**src/rv_mem_pkg.sv**
```systemverilog
package rv_mem_pkg;

  localparam int XLEN      = 64;
  localparam int REG_IDX_W = 5;
  localparam int NUM_GPRS  = 32;
  localparam int RAM_WORDS = 512;
  localparam int RAM_AW    = $clog2(RAM_WORDS);
  localparam int LEN_W     = 4;
  localparam int LD_OP_W   = 3;
  localparam int WB_SEL_W  = 3;

  // load opcodes, low two bits give the size.
  localparam logic [LD_OP_W-1:0] LD_B  = 3'd0;
  localparam logic [LD_OP_W-1:0] LD_H  = 3'd1;
  localparam logic [LD_OP_W-1:0] LD_W  = 3'd2;
  localparam logic [LD_OP_W-1:0] LD_D  = 3'd3;
  localparam logic [LD_OP_W-1:0] LD_BU = 3'd4;
  localparam logic [LD_OP_W-1:0] LD_HU = 3'd5;
  localparam logic [LD_OP_W-1:0] LD_WU = 3'd6;

  // writeback source, one-hot.
  localparam logic [WB_SEL_W-1:0] WB_ALU  = 3'b001;
  localparam logic [WB_SEL_W-1:0] WB_LOAD = 3'b010;
  localparam logic [WB_SEL_W-1:0] WB_IMM  = 3'b100;

  typedef struct packed {
    logic [REG_IDX_W-1:0] index_rd;
    logic                 jump_en;
    logic                 branch_en;
    logic                 branch_result;
    logic [XLEN-1:0]      branch_pc;
    logic [XLEN-1:0]      alu_result;
    logic                 load_en;
    logic                 store_en;
    logic [LEN_W-1:0]     store_len;
    logic [XLEN-1:0]      gpr_data2;
    logic [XLEN-1:0]      imm;
    logic [LD_OP_W-1:0]   load_opcode;
    logic                 wb_en;
    logic [WB_SEL_W-1:0]  wb_choose;
    logic                 ebreak;
  } exu_to_mem_t;

  typedef struct packed {
    logic [XLEN-1:0]  addr;
    logic [XLEN-1:0]  wdata;
    logic [LEN_W-1:0] wlen;
    logic             wen;
    logic             ren;
  } mem_bus_t;

  typedef struct packed {
    logic [XLEN-1:0] dnpc;
    logic            jump_en;
    logic            branch_en;
  } redirect_t;

  typedef struct packed {
    logic [REG_IDX_W-1:0] index_rd;
    logic                 wb_en;
    logic [XLEN-1:0]      wb_data;
  } wb_t;

endpackage

```
**src/load_store_unit.sv**
```systemverilog
`timescale 1ns/1ps

module load_store_unit (
  input  logic                            load_en,
  input  logic                            store_en,
  input  logic [rv_mem_pkg::LEN_W-1:0]    store_len,
  input  logic [rv_mem_pkg::LD_OP_W-1:0]  load_opcode,
  input  logic [rv_mem_pkg::XLEN-1:0]     store_data,
  input  logic [rv_mem_pkg::XLEN-1:0]     address,
  input  logic [rv_mem_pkg::XLEN-1:0]     rdata,
  output rv_mem_pkg::mem_bus_t            bus,
  output logic [rv_mem_pkg::XLEN-1:0]     load_data
);

  import rv_mem_pkg::*;

  logic [2:0]      byte_off;
  logic [XLEN-1:0] shifted;

  assign byte_off = address[2:0];

  // store side.
  always_comb begin
    bus.addr  = address;
    bus.wdata = store_data;
    bus.wlen  = store_len;
    bus.wen   = store_en;
    // a store wins if both are ever raised.
    bus.ren   = load_en & ~store_en;
  end

  // bring the addressed byte down to lane 0.
  assign shifted = rdata >> {byte_off, 3'b000};

  always_comb begin
    case (load_opcode)
      LD_B: begin
        load_data = {{(XLEN-8){shifted[7]}}, shifted[7:0]};
      end
      LD_H: begin
        load_data = {{(XLEN-16){shifted[15]}}, shifted[15:0]};
      end
      LD_W: begin
        load_data = {{(XLEN-32){shifted[31]}}, shifted[31:0]};
      end
      LD_D: begin
        load_data = shifted;
      end
      LD_BU: begin
        load_data = {{(XLEN-8){1'b0}}, shifted[7:0]};
      end
      LD_HU: begin
        load_data = {{(XLEN-16){1'b0}}, shifted[15:0]};
      end
      LD_WU: begin
        load_data = {{(XLEN-32){1'b0}}, shifted[31:0]};
      end
      default: begin
        load_data = '0;
      end
    endcase
  end

endmodule

```
**config.mk**
```make
export PLATFORM = sky130hd
export DESIGN_NAME = load_store_unit
export DESIGN_NICKNAME = d
export VERILOG_FILES = /design/src/rv_mem_pkg.sv /design/src/load_store_unit.sv
export SDC_FILE = /design/constraint.sdc
export NUM_CORES = 1
export LEC_CHECK = 0
export BUFFER_PORTS_ARGS = -buffer_cell sky130_fd_sc_hd__buf_2
export CAP_MARGIN = 10
export CORE_AREA = 3 3 156 158
export DETAILED_ROUTE_END_ITERATION = 8
export DIE_AREA = 0 0 159 161
export PLACE_DENSITY = 0.42
export SYNTH_ARGS = -nofsm -noshare
export SYNTH_HDL_FRONTEND = slang
export SYNTH_SLANG_ARGS = --single-unit
```
**constraint.sdc**
```tcl
create_clock -name vclk -period 3.7
set_clock_uncertainty 0.05 [all_clocks]
set_input_delay 0.37 -clock vclk [all_inputs]
set_output_delay 0.37 -clock vclk [all_outputs]
set_load 0.03 [all_outputs]
```
==> flow_summary.toml <==
[sta]
slew_violations = 0
period_needed_ns = 2.80
rsz0062_at_grt = "no"
finalSetupTns_ns = 0
fin_crit_sh_pct = 75.5
timing.final.hold_violations = 0
slew_headroom_pct = 47.6
setup_viol = 0
tightestPinTransition_ns = 0.786
max_freq_mhz = 358

[grt]
grt_overflow = 0
antenna_found_initial = 0
grt_start_max_net_pins = 57
first_global_vias = 3406
grt_pass1_wl_um = 23100
grt.total_usage_pct = 11.7

[floorplanning]
die_x_um = 159
num_rows = 56
die_y_um = 161
io_pins = 399
floorplan.initialDensity_pct = 15.0
dieArea_um2 = 25600
core_um2 = 23300

[power]
combPwrFrac_pct = 100.0
clkPwrFrac_pct = 0
intPower_mw = 0.209
irDropWorstVdd_mv = 0.0477
powerDensity_nw_per_um2 = 176
power_switching_mw = 0.401
p_leak_nw = 1.67
seqPwrFrac_pct = 0
sw_frac_of_total_pct = 65.7

[route]
wl_per_cell_um = 21.2
wl_um = 16000
vias_per_cell = 4.40
drtIter0Drc = 141
ant_nets = 0
vias = 3312
dr.pass1.iters = 4
drc_errors = 0

[yosys]
synthCells = 452
synth_seq_area_share_pct = 0
synth_cell_types = 40
ys_warn_count = 0
netlist_area_um2 = 3500
syn_nets = 653
avgSynthCellArea_um2 = 7.74

[clock_tree]
cts_resized = 0
postCtsSetupBuffers = 0
holdBufCountCts = 0

[place]
gp_congestion = 0.749
post-place-cells = 753
io_buffers = 141
hpwl_um = 12200

[hold_path]
hp-class = "input pin to primary output"
hold_start = "address[35]"

[status]
status = "finished, final reports clean"

[worst_setup_path]
worstPathRequired_ns = 3.28
worstPathArrival_ns = 2.38
crit_start = "address[0]"
crit_type = "input pin to primary output"
path_max_fanout = 33
worstSetupStartpointType = "input pin"
end_kind = "primary output"

[final_layout]
nNetsFinal = 637
clkbuf_count = 0
instances_no_fill = 753
drive_gt1_share_pct = 43.8
area_delta_synth_final_pct = -0.787
n_antenna_cell = 0
register_area_um2 = 0
seq_cells = 0

[run]
cap_violations = 0
kinds of logic after synthesis:
group                  count (synthesis)  share of synthesized area (%)
muxes                                 85                           30.3
buffers and inverters                176                           37.3
AOI/OAI and AO/OA                     75                           15.4
and+or+nand+nor                      116                           17.0
synthesized netlist by cell type, types with 2 or more instances:
library cell,n,area [um2]
nor3_1,4,20.0
nand3b_1,5,37.5
a22oi_1,2,15.0
nand4_1,29,181
o211ai_2,9,113
mux2_2,4,45.0
nor2_1,10,37.5
nand2b_1,2,12.5
o21ai_0,23,115
mux2i_1,64,641
nand2_1,49,184
o2111ai_1,5,43.8
buf_1,3,11.3
clkinv_1,2,7.51
o211ai_1,8,60.1
nand3_1,5,25.0
nor3_2,2,20.0
buf_8,2,30.0
clkbuf_1,5,18.8
buf_2,13,65.1
o2bb2ai_1,7,61.3
buf_6,11,124
nor2b_1,3,18.8
a21oi_1,14,70.1
or3_1,2,12.5
buf_4,139,1040
o31a_1,2,17.5
mux4_2,16,360
metrics by stage:
stage | setup slack [ns] | hold slack (ns) | util, % | power [mW] | area (um2)
CTS | 0.835 | 0.690 | 14.9 | 0.622 | 3470
finish | 0.905 | 0.690 | 14.9 | 0.611 | 3470
floorplan | 1.37 | 0.800 | - | 0.677 | 3500
detailed placement | 0.826 | 0.690 | 14.9 | 0.620 | 3470
global placement | 0.845 | 0.690 | 14.9 | 0.621 | 3470
global route | 0.740 | 0.690 | 14.9 | 0.660 | 3470
cells in the final DEF (no fill, tap or decap), types with 3 or more instances in the layout:
cell type / count
a21oi_1: 14
buf_12: 4
buf_2: 139
buf_4: 12
mux2_2: 4
mux2i_1: 64
mux4_2: 16
nand2_1: 49
nand3_1: 5
nand3b_1: 5
nand4_1: 29
nor2_1: 10
nor2b_1: 3
nor3_1: 4
o2111ai_1: 5
o211ai_1: 8
o211ai_2: 9
o21ai_0: 23
o2bb2ai_1: 7
path summary, 6_finish.rpt:
path                   endpoint  slack [ns]  depth (start not counted)
setup / recovery  load_data[52]        0.90                          7
hold / removal         bus[105]        0.69                          0
area by class of cell:
cell class,count,area [um2]
inverters,3,11.3
fillers,2761,19800
repair buffers,155,866
multi-input cells,276,2190
well taps,319,399
worst max-delay path: stages:
cell and delay, ns:
buf_4 0.39, mux4_2 0.56, a21o_1 0.22, nand3_2 0.22, buf_12 0.23, o2111ai_1 0.13
buf_2 0.22
layer usage:
layer / wire, um / global-route usage [%] / share of wire [%] / up-vias
met5: 0 / 0 / 0 / -
met4: 826 / 5.57 / 5.2 / 0
met3: 993 / 1.69 / 6.2 / 80
met2: 7800 / 20.8 / 49 / 184
met1: 6350 / 13.9 / 40 / 1575
li1: - / - / - / 1473
power groups by stage:
stage / sequential [mW] / clock (mW) / combinational (mW)
CTS: 0 / 0 / 0.622
finish: 0 / 0 / 0.611
detailed placement: 0 / 0 / 0.620
global placement: 0 / 0 / 0.621
global route: 0 / 0 / 0.660
floorplan: 0 / 0 / 0.677
(Power assumes the default switching activity.)
