==> src/rv_mem_pkg.sv <==
package rv_mem_pkg;

  localparam int XLEN      = 64;
  localparam int REG_IDX_W = 5;
  localparam int NUM_GPRS  = 32;
  localparam int RAM_WORDS = 512;
  localparam int RAM_AW    = $clog2(RAM_WORDS);
  localparam int LEN_W     = 4;
  localparam int LD_OP_W   = 3;
  localparam int WB_SEL_W  = 3;

  // load opcodes, low two bits give the size.
  localparam logic [LD_OP_W-1:0] LD_B  = 3'd0;
  localparam logic [LD_OP_W-1:0] LD_H  = 3'd1;
  localparam logic [LD_OP_W-1:0] LD_W  = 3'd2;
  localparam logic [LD_OP_W-1:0] LD_D  = 3'd3;
  localparam logic [LD_OP_W-1:0] LD_BU = 3'd4;
  localparam logic [LD_OP_W-1:0] LD_HU = 3'd5;
  localparam logic [LD_OP_W-1:0] LD_WU = 3'd6;

  // writeback source, one-hot.
  localparam logic [WB_SEL_W-1:0] WB_ALU  = 3'b001;
  localparam logic [WB_SEL_W-1:0] WB_LOAD = 3'b010;
  localparam logic [WB_SEL_W-1:0] WB_IMM  = 3'b100;

  typedef struct packed {
    logic [REG_IDX_W-1:0] index_rd;
    logic                 jump_en;
    logic                 branch_en;
    logic                 branch_result;
    logic [XLEN-1:0]      branch_pc;
    logic [XLEN-1:0]      alu_result;
    logic                 load_en;
    logic                 store_en;
    logic [LEN_W-1:0]     store_len;
    logic [XLEN-1:0]      gpr_data2;
    logic [XLEN-1:0]      imm;
    logic [LD_OP_W-1:0]   load_opcode;
    logic                 wb_en;
    logic [WB_SEL_W-1:0]  wb_choose;
    logic                 ebreak;
  } exu_to_mem_t;

  typedef struct packed {
    logic [XLEN-1:0]  addr;
    logic [XLEN-1:0]  wdata;
    logic [LEN_W-1:0] wlen;
    logic             wen;
    logic             ren;
  } mem_bus_t;

  typedef struct packed {
    logic [XLEN-1:0] dnpc;
    logic            jump_en;
    logic            branch_en;
  } redirect_t;

  typedef struct packed {
    logic [REG_IDX_W-1:0] index_rd;
    logic                 wb_en;
    logic [XLEN-1:0]      wb_data;
  } wb_t;

endpackage

==> src/mem_stage.sv <==
`timescale 1ns/1ps

module mem_stage (
  input  logic                            clk,
  input  logic                            rstn,
  input  rv_mem_pkg::exu_to_mem_t         exu,
  input  logic [rv_mem_pkg::XLEN-1:0]     load_data,
  output logic                            load_en,
  output logic                            store_en,
  output logic [rv_mem_pkg::LEN_W-1:0]    store_len,
  output logic [rv_mem_pkg::LD_OP_W-1:0]  load_opcode,
  output logic [rv_mem_pkg::XLEN-1:0]     store_data,
  output logic [rv_mem_pkg::XLEN-1:0]     address,
  output rv_mem_pkg::redirect_t           redirect,
  output rv_mem_pkg::wb_t                 wb,
  output logic                            ebreak
);

  import rv_mem_pkg::*;

  logic                 branch_taken;
  logic [REG_IDX_W-1:0] rd_q;
  logic                 wb_en_q;
  logic [WB_SEL_W-1:0]  wb_sel_q;
  logic [XLEN-1:0]      alu_q;
  logic [XLEN-1:0]      load_q;
  logic [XLEN-1:0]      imm_q;
  logic [XLEN-1:0]      wb_data;

  // next pc in the same cycle.
  assign branch_taken = exu.branch_en & exu.branch_result;

  always_comb begin
    redirect.jump_en   = exu.jump_en;
    redirect.branch_en = branch_taken;
    if (exu.jump_en) begin
      redirect.dnpc = exu.alu_result;
    end else if (branch_taken) begin
      redirect.dnpc = exu.branch_pc;
    end else begin
      redirect.dnpc = '0;
    end
  end

  // alu result doubles as the data address.
  assign load_en     = exu.load_en;
  assign store_en    = exu.store_en;
  assign store_len   = exu.store_len;
  assign load_opcode = exu.load_opcode;
  assign store_data  = exu.gpr_data2;
  assign address     = exu.alu_result;

  always_ff @(posedge clk) begin
    if (!rstn) begin
      rd_q     <= '0;
      wb_en_q  <= 1'b0;
      wb_sel_q <= '0;
      ebreak   <= 1'b0;
    end else begin
      rd_q     <= exu.index_rd;
      wb_en_q  <= exu.wb_en;
      wb_sel_q <= exu.wb_choose;
      ebreak   <= exu.ebreak;
    end
  end

  always_ff @(posedge clk) begin
    alu_q  <= exu.alu_result;
    load_q <= load_data;
    imm_q  <= exu.imm;
  end

  // bad select codes give zero.
  always_comb begin
    case (wb_sel_q)
      WB_ALU: begin
        wb_data = alu_q;
      end
      WB_LOAD: begin
        wb_data = load_q;
      end
      WB_IMM: begin
        wb_data = imm_q;
      end
      default: begin
        wb_data = '0;
      end
    endcase
  end

  always_comb begin
    wb.index_rd = rd_q;
    wb.wb_en    = wb_en_q;
    wb.wb_data  = wb_data;
  end

endmodule

==> config.mk <==
export PLATFORM = sky130hd
export DESIGN_NAME = mem_stage
export DESIGN_NICKNAME = d
export VERILOG_FILES = /design/src/rv_mem_pkg.sv /design/src/mem_stage.sv
export SDC_FILE = /design/constraint.sdc
export NUM_CORES = 1
export LEC_CHECK = 0
export BUFFER_PORTS_ARGS = -buffer_cell sky130_fd_sc_hd__buf_2
export CORE_AREA = 2 2 238 240
export CTS_CLUSTER_DIAMETER = 60
export DETAILED_ROUTE_END_ITERATION = 10
export DIE_AREA = 0 0 240 242
export SETUP_SLACK_MARGIN = 0.1
export SLEW_MARGIN = 20
export SYNTH_ARGS = -nofsm -noshare
export SYNTH_HDL_FRONTEND = slang
export SYNTH_SLANG_ARGS = --single-unit
export TNS_END_PERCENT = 100
==> constraint.sdc <==
create_clock -name clk -period 3.2 [get_ports clk]
set_input_delay 0.48 -clock clk [delete_from_list [all_inputs] [get_ports clk]]
set_output_delay 0.48 -clock clk [all_outputs]
set_load 0.01 [all_outputs]
==> metrics.md, run 1 <==
| Metric | Value |
|---|---|
| Status | `finished clean` |
| Yosys reg bits | `roughly 200` |
| Core area | `between 50000 and 60000 sq um` |
| RSZ-0062 raised after global routing | `false` |
| Int Pwr | `roughly 4.8 mW` |
| Remaining DRCs | `0` |
| Antenna violations before repair | `4` |
| Via density | `about 3.8` |
| Largest net degree at the start of global routing | `between 100 and 150` |
| CP Capture Type | `output pin` |
| IO buf count | `between 400 and 500` |
| Max Buffers Root-to-Sink | `3` |
| Final-report max-slew violation count | `0` |
| CTS tree | `yes` |
| Fillers | `6050` |
| I/O pins | `between 600 and 700` |
| Syn_area_per_cell | `10.1 sq um` |
| Slew HR | `0.404` |
| Slew @ Worst Pin | `approximately 0.9 ns` |
| Worst-path clk slew | `roughly 0.060 ns` |
| Fmax | `approximately 350 MHz` |
| Placed inst area | `10200 sq um` |
| Simple-gate share of the synthesized area | `0.209` |
| Area growth syn-to-layout | `51.5%` |
| Routed Antenna Nets | `0` |
| WL/cell | `roughly 17 um` |
| Initial Util | `0.146` |
| Post-layout util | `0.221` |
| Final WL | `approximately 35 mm` |
| FP Rows | `87` |
| Overflow after GRT | `0` |
| Adder-cell share of the synthesized area | `0` |
| Hold WC Path Type | `in2reg` |
| Critical setup path kind | `reg2out` |
| Layout cells sized above 1 | `0.427` |
| Tmin final | `about 2.8 ns` |
| Iteration-0 DRC Markers | `264` |
| H-tree depth | `1` |
| Post-Syn Instances | `808` |
| Fin area | `between 10000 and 15000 sq um` |
| Sw Ratio | `0.267` |
| Post-synthesis sequential area ratio | `0.497` |
| Static Leak | `roughly 5.7 nW` |
| Inserted Clock Buffers | `27` |
| Max VDD drop | `0.000336 V` |
| Logic gate share of total power | `0.151` |
| Die area | `~58000 sq um` |
| CP startpoint kind | `register` |
| Largest family of logic cells by synthesized area | `simple AND/OR/NAND/NOR gates` |
| Post-Synth XOR/XNOR Area | `0` |
| Post-Synthesis Cell Area | `slightly above 8000 sq um` |
| Data arrival time of the worst path | `2.36 ns` |
| Period utilization | `0.889` |
| Yosys cell types | `17` |
| Detail Placement HPWL | `24.5 mm` |
| Die Span Y | `about 240 um` |
| Sw power | `between 1.5 and 2 mW` |
| Part of the power in registers | `0.412` |
| NumNets Final | `between 1500 and 2000` |
| Die W | `~240 um` |
| Overall routing resource usage | `0.112` |
| Worst-path fanout max | `65` |
| Clock power share | `0.437` |
| PD cells | `531 nW/um^2` |
| CTS sink cnt | `~200` |
| TNS Setup | `0 ns` |
| WP data required | `2.72 ns` |
| Quantity of gates resized following cts | `0` |
| Mux cell area share after synthesis | `0` |
| TritonRoute pass-1 iters | `4` |
| Final hold vios | `0` |
| Compound-gate portion of the synthesized area | `0.118` |
| Max-Cap Viols | `0` |
| Root Driver | `clkbuf_16` |
| Yosys warnings | `0` |
| Global-route wire length before repair | `48.4 mm` |
| Routability cong. | `between 0.8 and 0.9` |
| Total power | `roughly 6.5 mW` |
| Syn nets | `about 1200` |
| DR vias | `7757` |
| # setup viols final | `0` |
| Vias in the first global route | `7972` |
==> cell usage after synthesis (all sizes together) <==
cell	number	share of area
nand3	64	0.039
clkbuf	22	0.010
and2	74	0.057
buf	187	0.17
o21ai	64	0.039
nand2	64	0.030
a221o	63	0.078
nor2	1	0.0014
dfxtp	202	0.50
nor4bb	64	0.079
a211o	1	0.0011
and4bb	1	0.0015
nor3b	1	0.0015
==> per-layer routing <==
metal,track usage,up-vias,part of all wire
met4,0.0716,2,0.070
met3,0.0311,124,0.084
met1,0.113,3624,0.36
met5,0,-,0.00037
li1,-,3570,-
met2,0.200,437,0.48
==> worst paths after layout <==
path	end	slack, ns	cells after the start	startpoint
setup / recovery	wb[61]	0.36	4	wb_sel_q[0]
hold / removal	imm_q[59]	0.03	1	exu[67]
==> cell type report <==
| cell class | instances | area (sq um) | area share |
|---|---|---|---|
| Clock buffer | 37 | 753 | 0.0611 |
| Tap cell | 756 | 946 | 0.0768 |
| Multi-Input combinational cell | 397 | 2670 | 0.216 |
| Antenna cell | 2 | 5.00 | 0.000406 |
| Clock inverter | 12 | 92.6 | 0.00752 |
| Timing Repair Buffer | 611 | 3800 | 0.309 |
| Sequential cell | 202 | 4050 | 0.329 |
==> critical path, cell delays in order, from the launching register on <==
cell	delay (ns)
dfxtp_4	0.36
buf_4	0.65
nor4bb_1	0.21
a221o_1	0.34
buf_2	0.20
==> state kept, by name (all words and copies together), names as in the netlist <==
name and count:
alu_q 64, imm_q 64, load_q 64, rd_q 5, wb_sel_q 3, ebreak 1
wb_en_q 1
==> placed cells by master, fill, tap and decap left out <==
| master | instances |
|---|---|
| clkbuf_16 | 27 |
| a221o_1 | 63 |
| clkinv_2 | 4 |
| inv_8 | 2 |
| buf_4 | 12 |
| clkinv_4 | 2 |
| clkbuf_8 | 4 |
| and2_1 | 74 |
| o21ai_1 | 49 |
| diode_2 | 2 |
| buf_2 | 470 |
| dfxtp_4 | 2 |
| dfxtp_2 | 1 |
| nor2_4 | 1 |
| nand2_1 | 64 |
| dlygate4sd3_1 | 122 |
| nor3b_4 | 1 |
| o21ai_0 | 15 |
| inv_6 | 2 |
| clkinvlp_4 | 2 |
| a211o_1 | 1 |
| and4bb_1 | 1 |
| dfxtp_1 | 199 |
| nand3_1 | 64 |
| nor4bb_1 | 64 |
| clkbuf_1 | 6 |
| buf_12 | 7 |
==> cell families after synthesis <==
logic type,count (synthesis)
simple gates,269
compound gates,128
buf+inv,209
flops,202
==> power groups by stage <==
stage                     registers, mW  clock network (mW)  logic (mW)
after floorplan                    2.73                   0       0.554
after global placement             2.75                   0       0.858
after detailed placement           2.75                   0       0.865
after CTS                          2.70                2.96       0.991
after global routing               2.71                3.05        1.07
final                              2.70                2.86       0.991
==> timing repair <==
item,CTS,global route
hold buffers,122,0
hold endpoints to repair,122,0
buffers inserted,0,0
==> metrics by stage <==
| stage | cells | worst slack (ns) | hold WS, ns |
|---|---|---|---|
| 2_1_floorplan | 808 | 1.49 | 0.508 |
| 3_3_place_gp | 1844 | 0.755 | 0.582 |
| 3_5_place_dp | 1844 | 0.754 | 0.584 |
| 4_1_cts | 2015 | 0.149 | 0.000362 |
| 5_1_grt | 2016 | 0.181 | 0.0107 |
| 6_report | 2017 | 0.356 | 0.0344 |
No activity file was read; power rests on OpenSTA's default activity.
==> inputs of run 2 (changes only) <==
--- a/config.mk
+++ b/config.mk
@@ -5,11 +5,12 @@
 export SDC_FILE = /design/constraint.sdc
 export NUM_CORES = 1
 export LEC_CHECK = 0
+export ABC_AREA = 1
 export BUFFER_PORTS_ARGS = -buffer_cell sky130_fd_sc_hd__buf_2
-export CORE_AREA = 2 2 238 240
+export CORE_AREA = 2 2 242 244
 export CTS_CLUSTER_DIAMETER = 60
 export DETAILED_ROUTE_END_ITERATION = 10
-export DIE_AREA = 0 0 240 242
+export DIE_AREA = 0 0 244 246
 export SETUP_SLACK_MARGIN = 0.1
 export SLEW_MARGIN = 20
 export SYNTH_ARGS = -nofsm -noshare
==> metrics.md, run 2 <==
| Metric | Value |
|---|---|
| Status | `finished clean` |
| Detail Placement HPWL | `28.0 mm (+14%)` |
| # setup viols final | `0 (unchanged)` |
| Inserted Clock Buffers | `25 (-7.4%)` |
| Vias in the first global route | `7335 (-8.0%)` |
| Max VDD drop | `0.000360 V (+7.3%)` |
| Crit path top cell by count | `nand3_1` |
| PD cells | `587 nW/um^2 (+10%)` |
| Syn_area_per_cell | `8.95 sq um (-11%)` |
| EDFF count, synth | `0 (unchanged)` |
| Worst-path clk slew | `0.07 ns (about the same)` |
| Most common cell after layout, fill and taps aside | `buf_2` |
| Setup ws final | `0.358 ns (+0.00121 ns)` |
| Crit-path cells | `nor2_4 > buf_4 > nand3_1 > nand3_1 > buf_2` |
| CP Capture Type | `output pin` |
| Data arrival time of the worst path | `2.36 ns (about the same)` |
| Syn nets | `1235 (+7.2%)` |
| Worst-path fanout max | `49 (-25%)` |
| Die area | `60000 sq um (+3.3%)` |
| Most frequent cells in the layout | `471 x buf_2, 199 x dfxtp_1, 138 x nand2_1` |
| Post-synth top area cell | `dfxtp_1` |
| Tmin final | `2.84 ns (-0.00121 ns)` |
| Max-Cap Viols | `0 (unchanged)` |
| NumNets Final | `1536 (-3.0%)` |
| Dpl ws | `0.860 ns (+0.106 ns)` |
| Period utilization | `0.888 (about the same)` |
| Layout cells sized above 1 | `0.444 (+0.0176)` |
| Hold WC Path Type | `in2reg` |
| Yosys reg bits | `202 (unchanged)` |
| Slew HR | `0.437 (+0.0330)` |
| Routed Antenna Nets | `0 (unchanged)` |
| CTS sink cnt | `202 (unchanged)` |
| Final hold vios | `0 (unchanged)` |
| DR vias | `7502 (-3.3%)` |
| Final-report max-slew violation count | `0 (unchanged)` |
| Worst path slowest cell | `buf_4` |
| WL/cell | `18.8 um (+9.5%)` |
| Commonest register cell after synthesis | `dfxtp_1` |
| IO buf count | `471 (unchanged)` |
| I/O pins | `618 (unchanged)` |
| FP Rows | `88 (+1.1%)` |
| CTS tree | `yes` |
| Antenna violations before repair | `1 (-3)` |
| Asr flop ratio synth | `0 (unchanged)` |
| Fillers | `6451 (+6.6%)` |
| TritonRoute pass-1 iters | `5 (+1)` |
| Critical setup path kind | `reg2out` |
| Global-route wire length before repair | `50.9 mm (+5.2%)` |
| Iteration-0 DRC Markers | `438 (+66%)` |
| WP data required | `2.72 ns (about the same)` |
| Met3 Usage GRT | `0.0162 (-0.0149)` |
| Remaining DRCs | `0 (unchanged)` |
| Crit path largest cell delay | `0.53 ns (-0.12 ns)` |
| H-tree depth | `1 (unchanged)` |
| Core area | `57400 sq um (+2.9%)` |
| Yosys top cell area share | `0.507 (+0.00999)` |
| Area growth syn-to-layout | `35.0%` |
| Overflow after GRT | `0 (unchanged)` |
| Static Leak | `5.17 nW (-8.6%)` |
| CP startpoint kind | `register` |
| Routability cong. | `0.832 (-6.2%)` |
| Post-synth top cells | `202 x dfxtp_1, 156 x buf_4, 139 x nand2_1` |
| Setup bufs post-CTS | `0 (unchanged)` |
| TNS Setup | `0 ns (unchanged)` |
| Max Buffers Root-to-Sink | `3 (unchanged)` |
| Post-Synthesis Cell Area | `7970 sq um (-2.0%)` |
| Met2 usage in global routing | `0.201 (+0.00102)` |
| Met1 usage | `0.135 (+0.0229)` |
| Final WL | `37.2 mm (+7.2%)` |
| Die W | `244 um (+1.7%)` |
| Yosys warnings | `0 (unchanged)` |
| Biggest regs | `alu_q (64), imm_q (64), load_q (64)` |
| Post-synthesis sequential area ratio | `0.507 (+0.00999)` |
| RSZ-0062 raised after global routing | `false` |
| Slew @ Worst Pin | `0.845 ns (-0.0473 ns)` |
| Top cells by area, synth | `dfxtp_1 51%, buf_4 15%, nand4_1 10%, nand3_1 8.0%, nand2_1 6.5%` |
| Fmax | `352 MHz (about the same)` |
| Overall routing resource usage | `0.117 (+0.00497)` |
| Initial Util | `0.139 (-0.00694)` |
| Root Driver | `clkbuf_16` |
| GR peak layer | `met2` |
| Yosys cell types | `17 (unchanged)` |
| Post-Syn Instances | `891 (+10%)` |
| Via density | `3.80 (-1.2%)` |
| Die Span Y | `246 um (+1.7%)` |
| Largest net degree at the start of global routing | `66 (-49%)` |
| Most common cell in the netlist | `dfxtp_1` |
run 2: changes by cell type after synthesis, sizes merged, moves of 8 or more:
cell and change:
nand4 +128, nand2 +75, and2 -74, nand3 +64, nor4bb -64, a221o -63, inv +15, buf +13
clkbuf -8
run 2: metrics by stage:
stage	hold slack, ns	instances	total power, mW	utilization	instance area (sq um)
finish	0.0350	1975	6.32	0.188	10800
CTS	0.000208	1974	6.44	0.188	10800
floorplan	0.508	891	3.27	-	7970
detailed placement	0.584	1926	3.62	0.173	9900
global placement	0.583	1926	3.62	0.173	9900
global route	0.00651	1974	6.60	0.188	10800
run 2: kinds of logic (layout without fill, tap and decap cells):
group / count (synthesis) / after routing / synth area share
AOI/OAI and AO/OA: 64 / 64 / 0.0402
buffers and inverters: 229 / 547 / 0.204
DFF: 202 / 202 / 0.507
other: 0 / 1 / 0
and+or+nand+nor: 396 / 396 / 0.248
run 2: final cells by class:
type                    instances  area, sq um  area share
flip-flops and latches        202         4060       0.377
clock buffers                  30          696      0.0646
inverters                      15         58.8     0.00546
clock inverters                14          124      0.0115
multi-input cells             460         2300       0.214
well taps                     765          957      0.0889
repair buffers                488         2570       0.239
diodes                          1         2.50    0.000232
run 2: what timing repair did:
| action | in CTS | in global routing |
|---|---|---|
| hold endpoints to repair | 4 | 0 |
| hold buffers | 4 | 0 |
| resized for setup | 0 | 0 |
run 2: final timing paths:
kind | slack [ns] | endpoint | startpoint | cells past startpoint
max | 0.36 | wb[20] | wb_sel_q[1] | 5
min | 0.04 | imm_q[51] | exu[59] | 1
run 2: layer usage:
metal / vias up / share of wire / wire length (um)
met5: - / 0 / 0
met2: 410 / 0.49 / 18200
met1: 3426 / 0.38 / 14300
met3: 127 / 0.064 / 2390
met4: 0 / 0.062 / 2300
li1: 3539 / - / -
run 2: power by group:
| part | internal, mW | switching (mW) |
|---|---|---|
| registers | 2.65 | 0.0710 |
| clock network | 1.58 | 1.18 |
| logic | 0.329 | 0.503 |
run 2: critical path, delay by kind of cell, from the launching register on:
kind | cells | cell delay, ns
buffers and inverters | 2 | 0.71
DFF | 1 | 0.50
and+or+nand+nor | 3 | 0.56
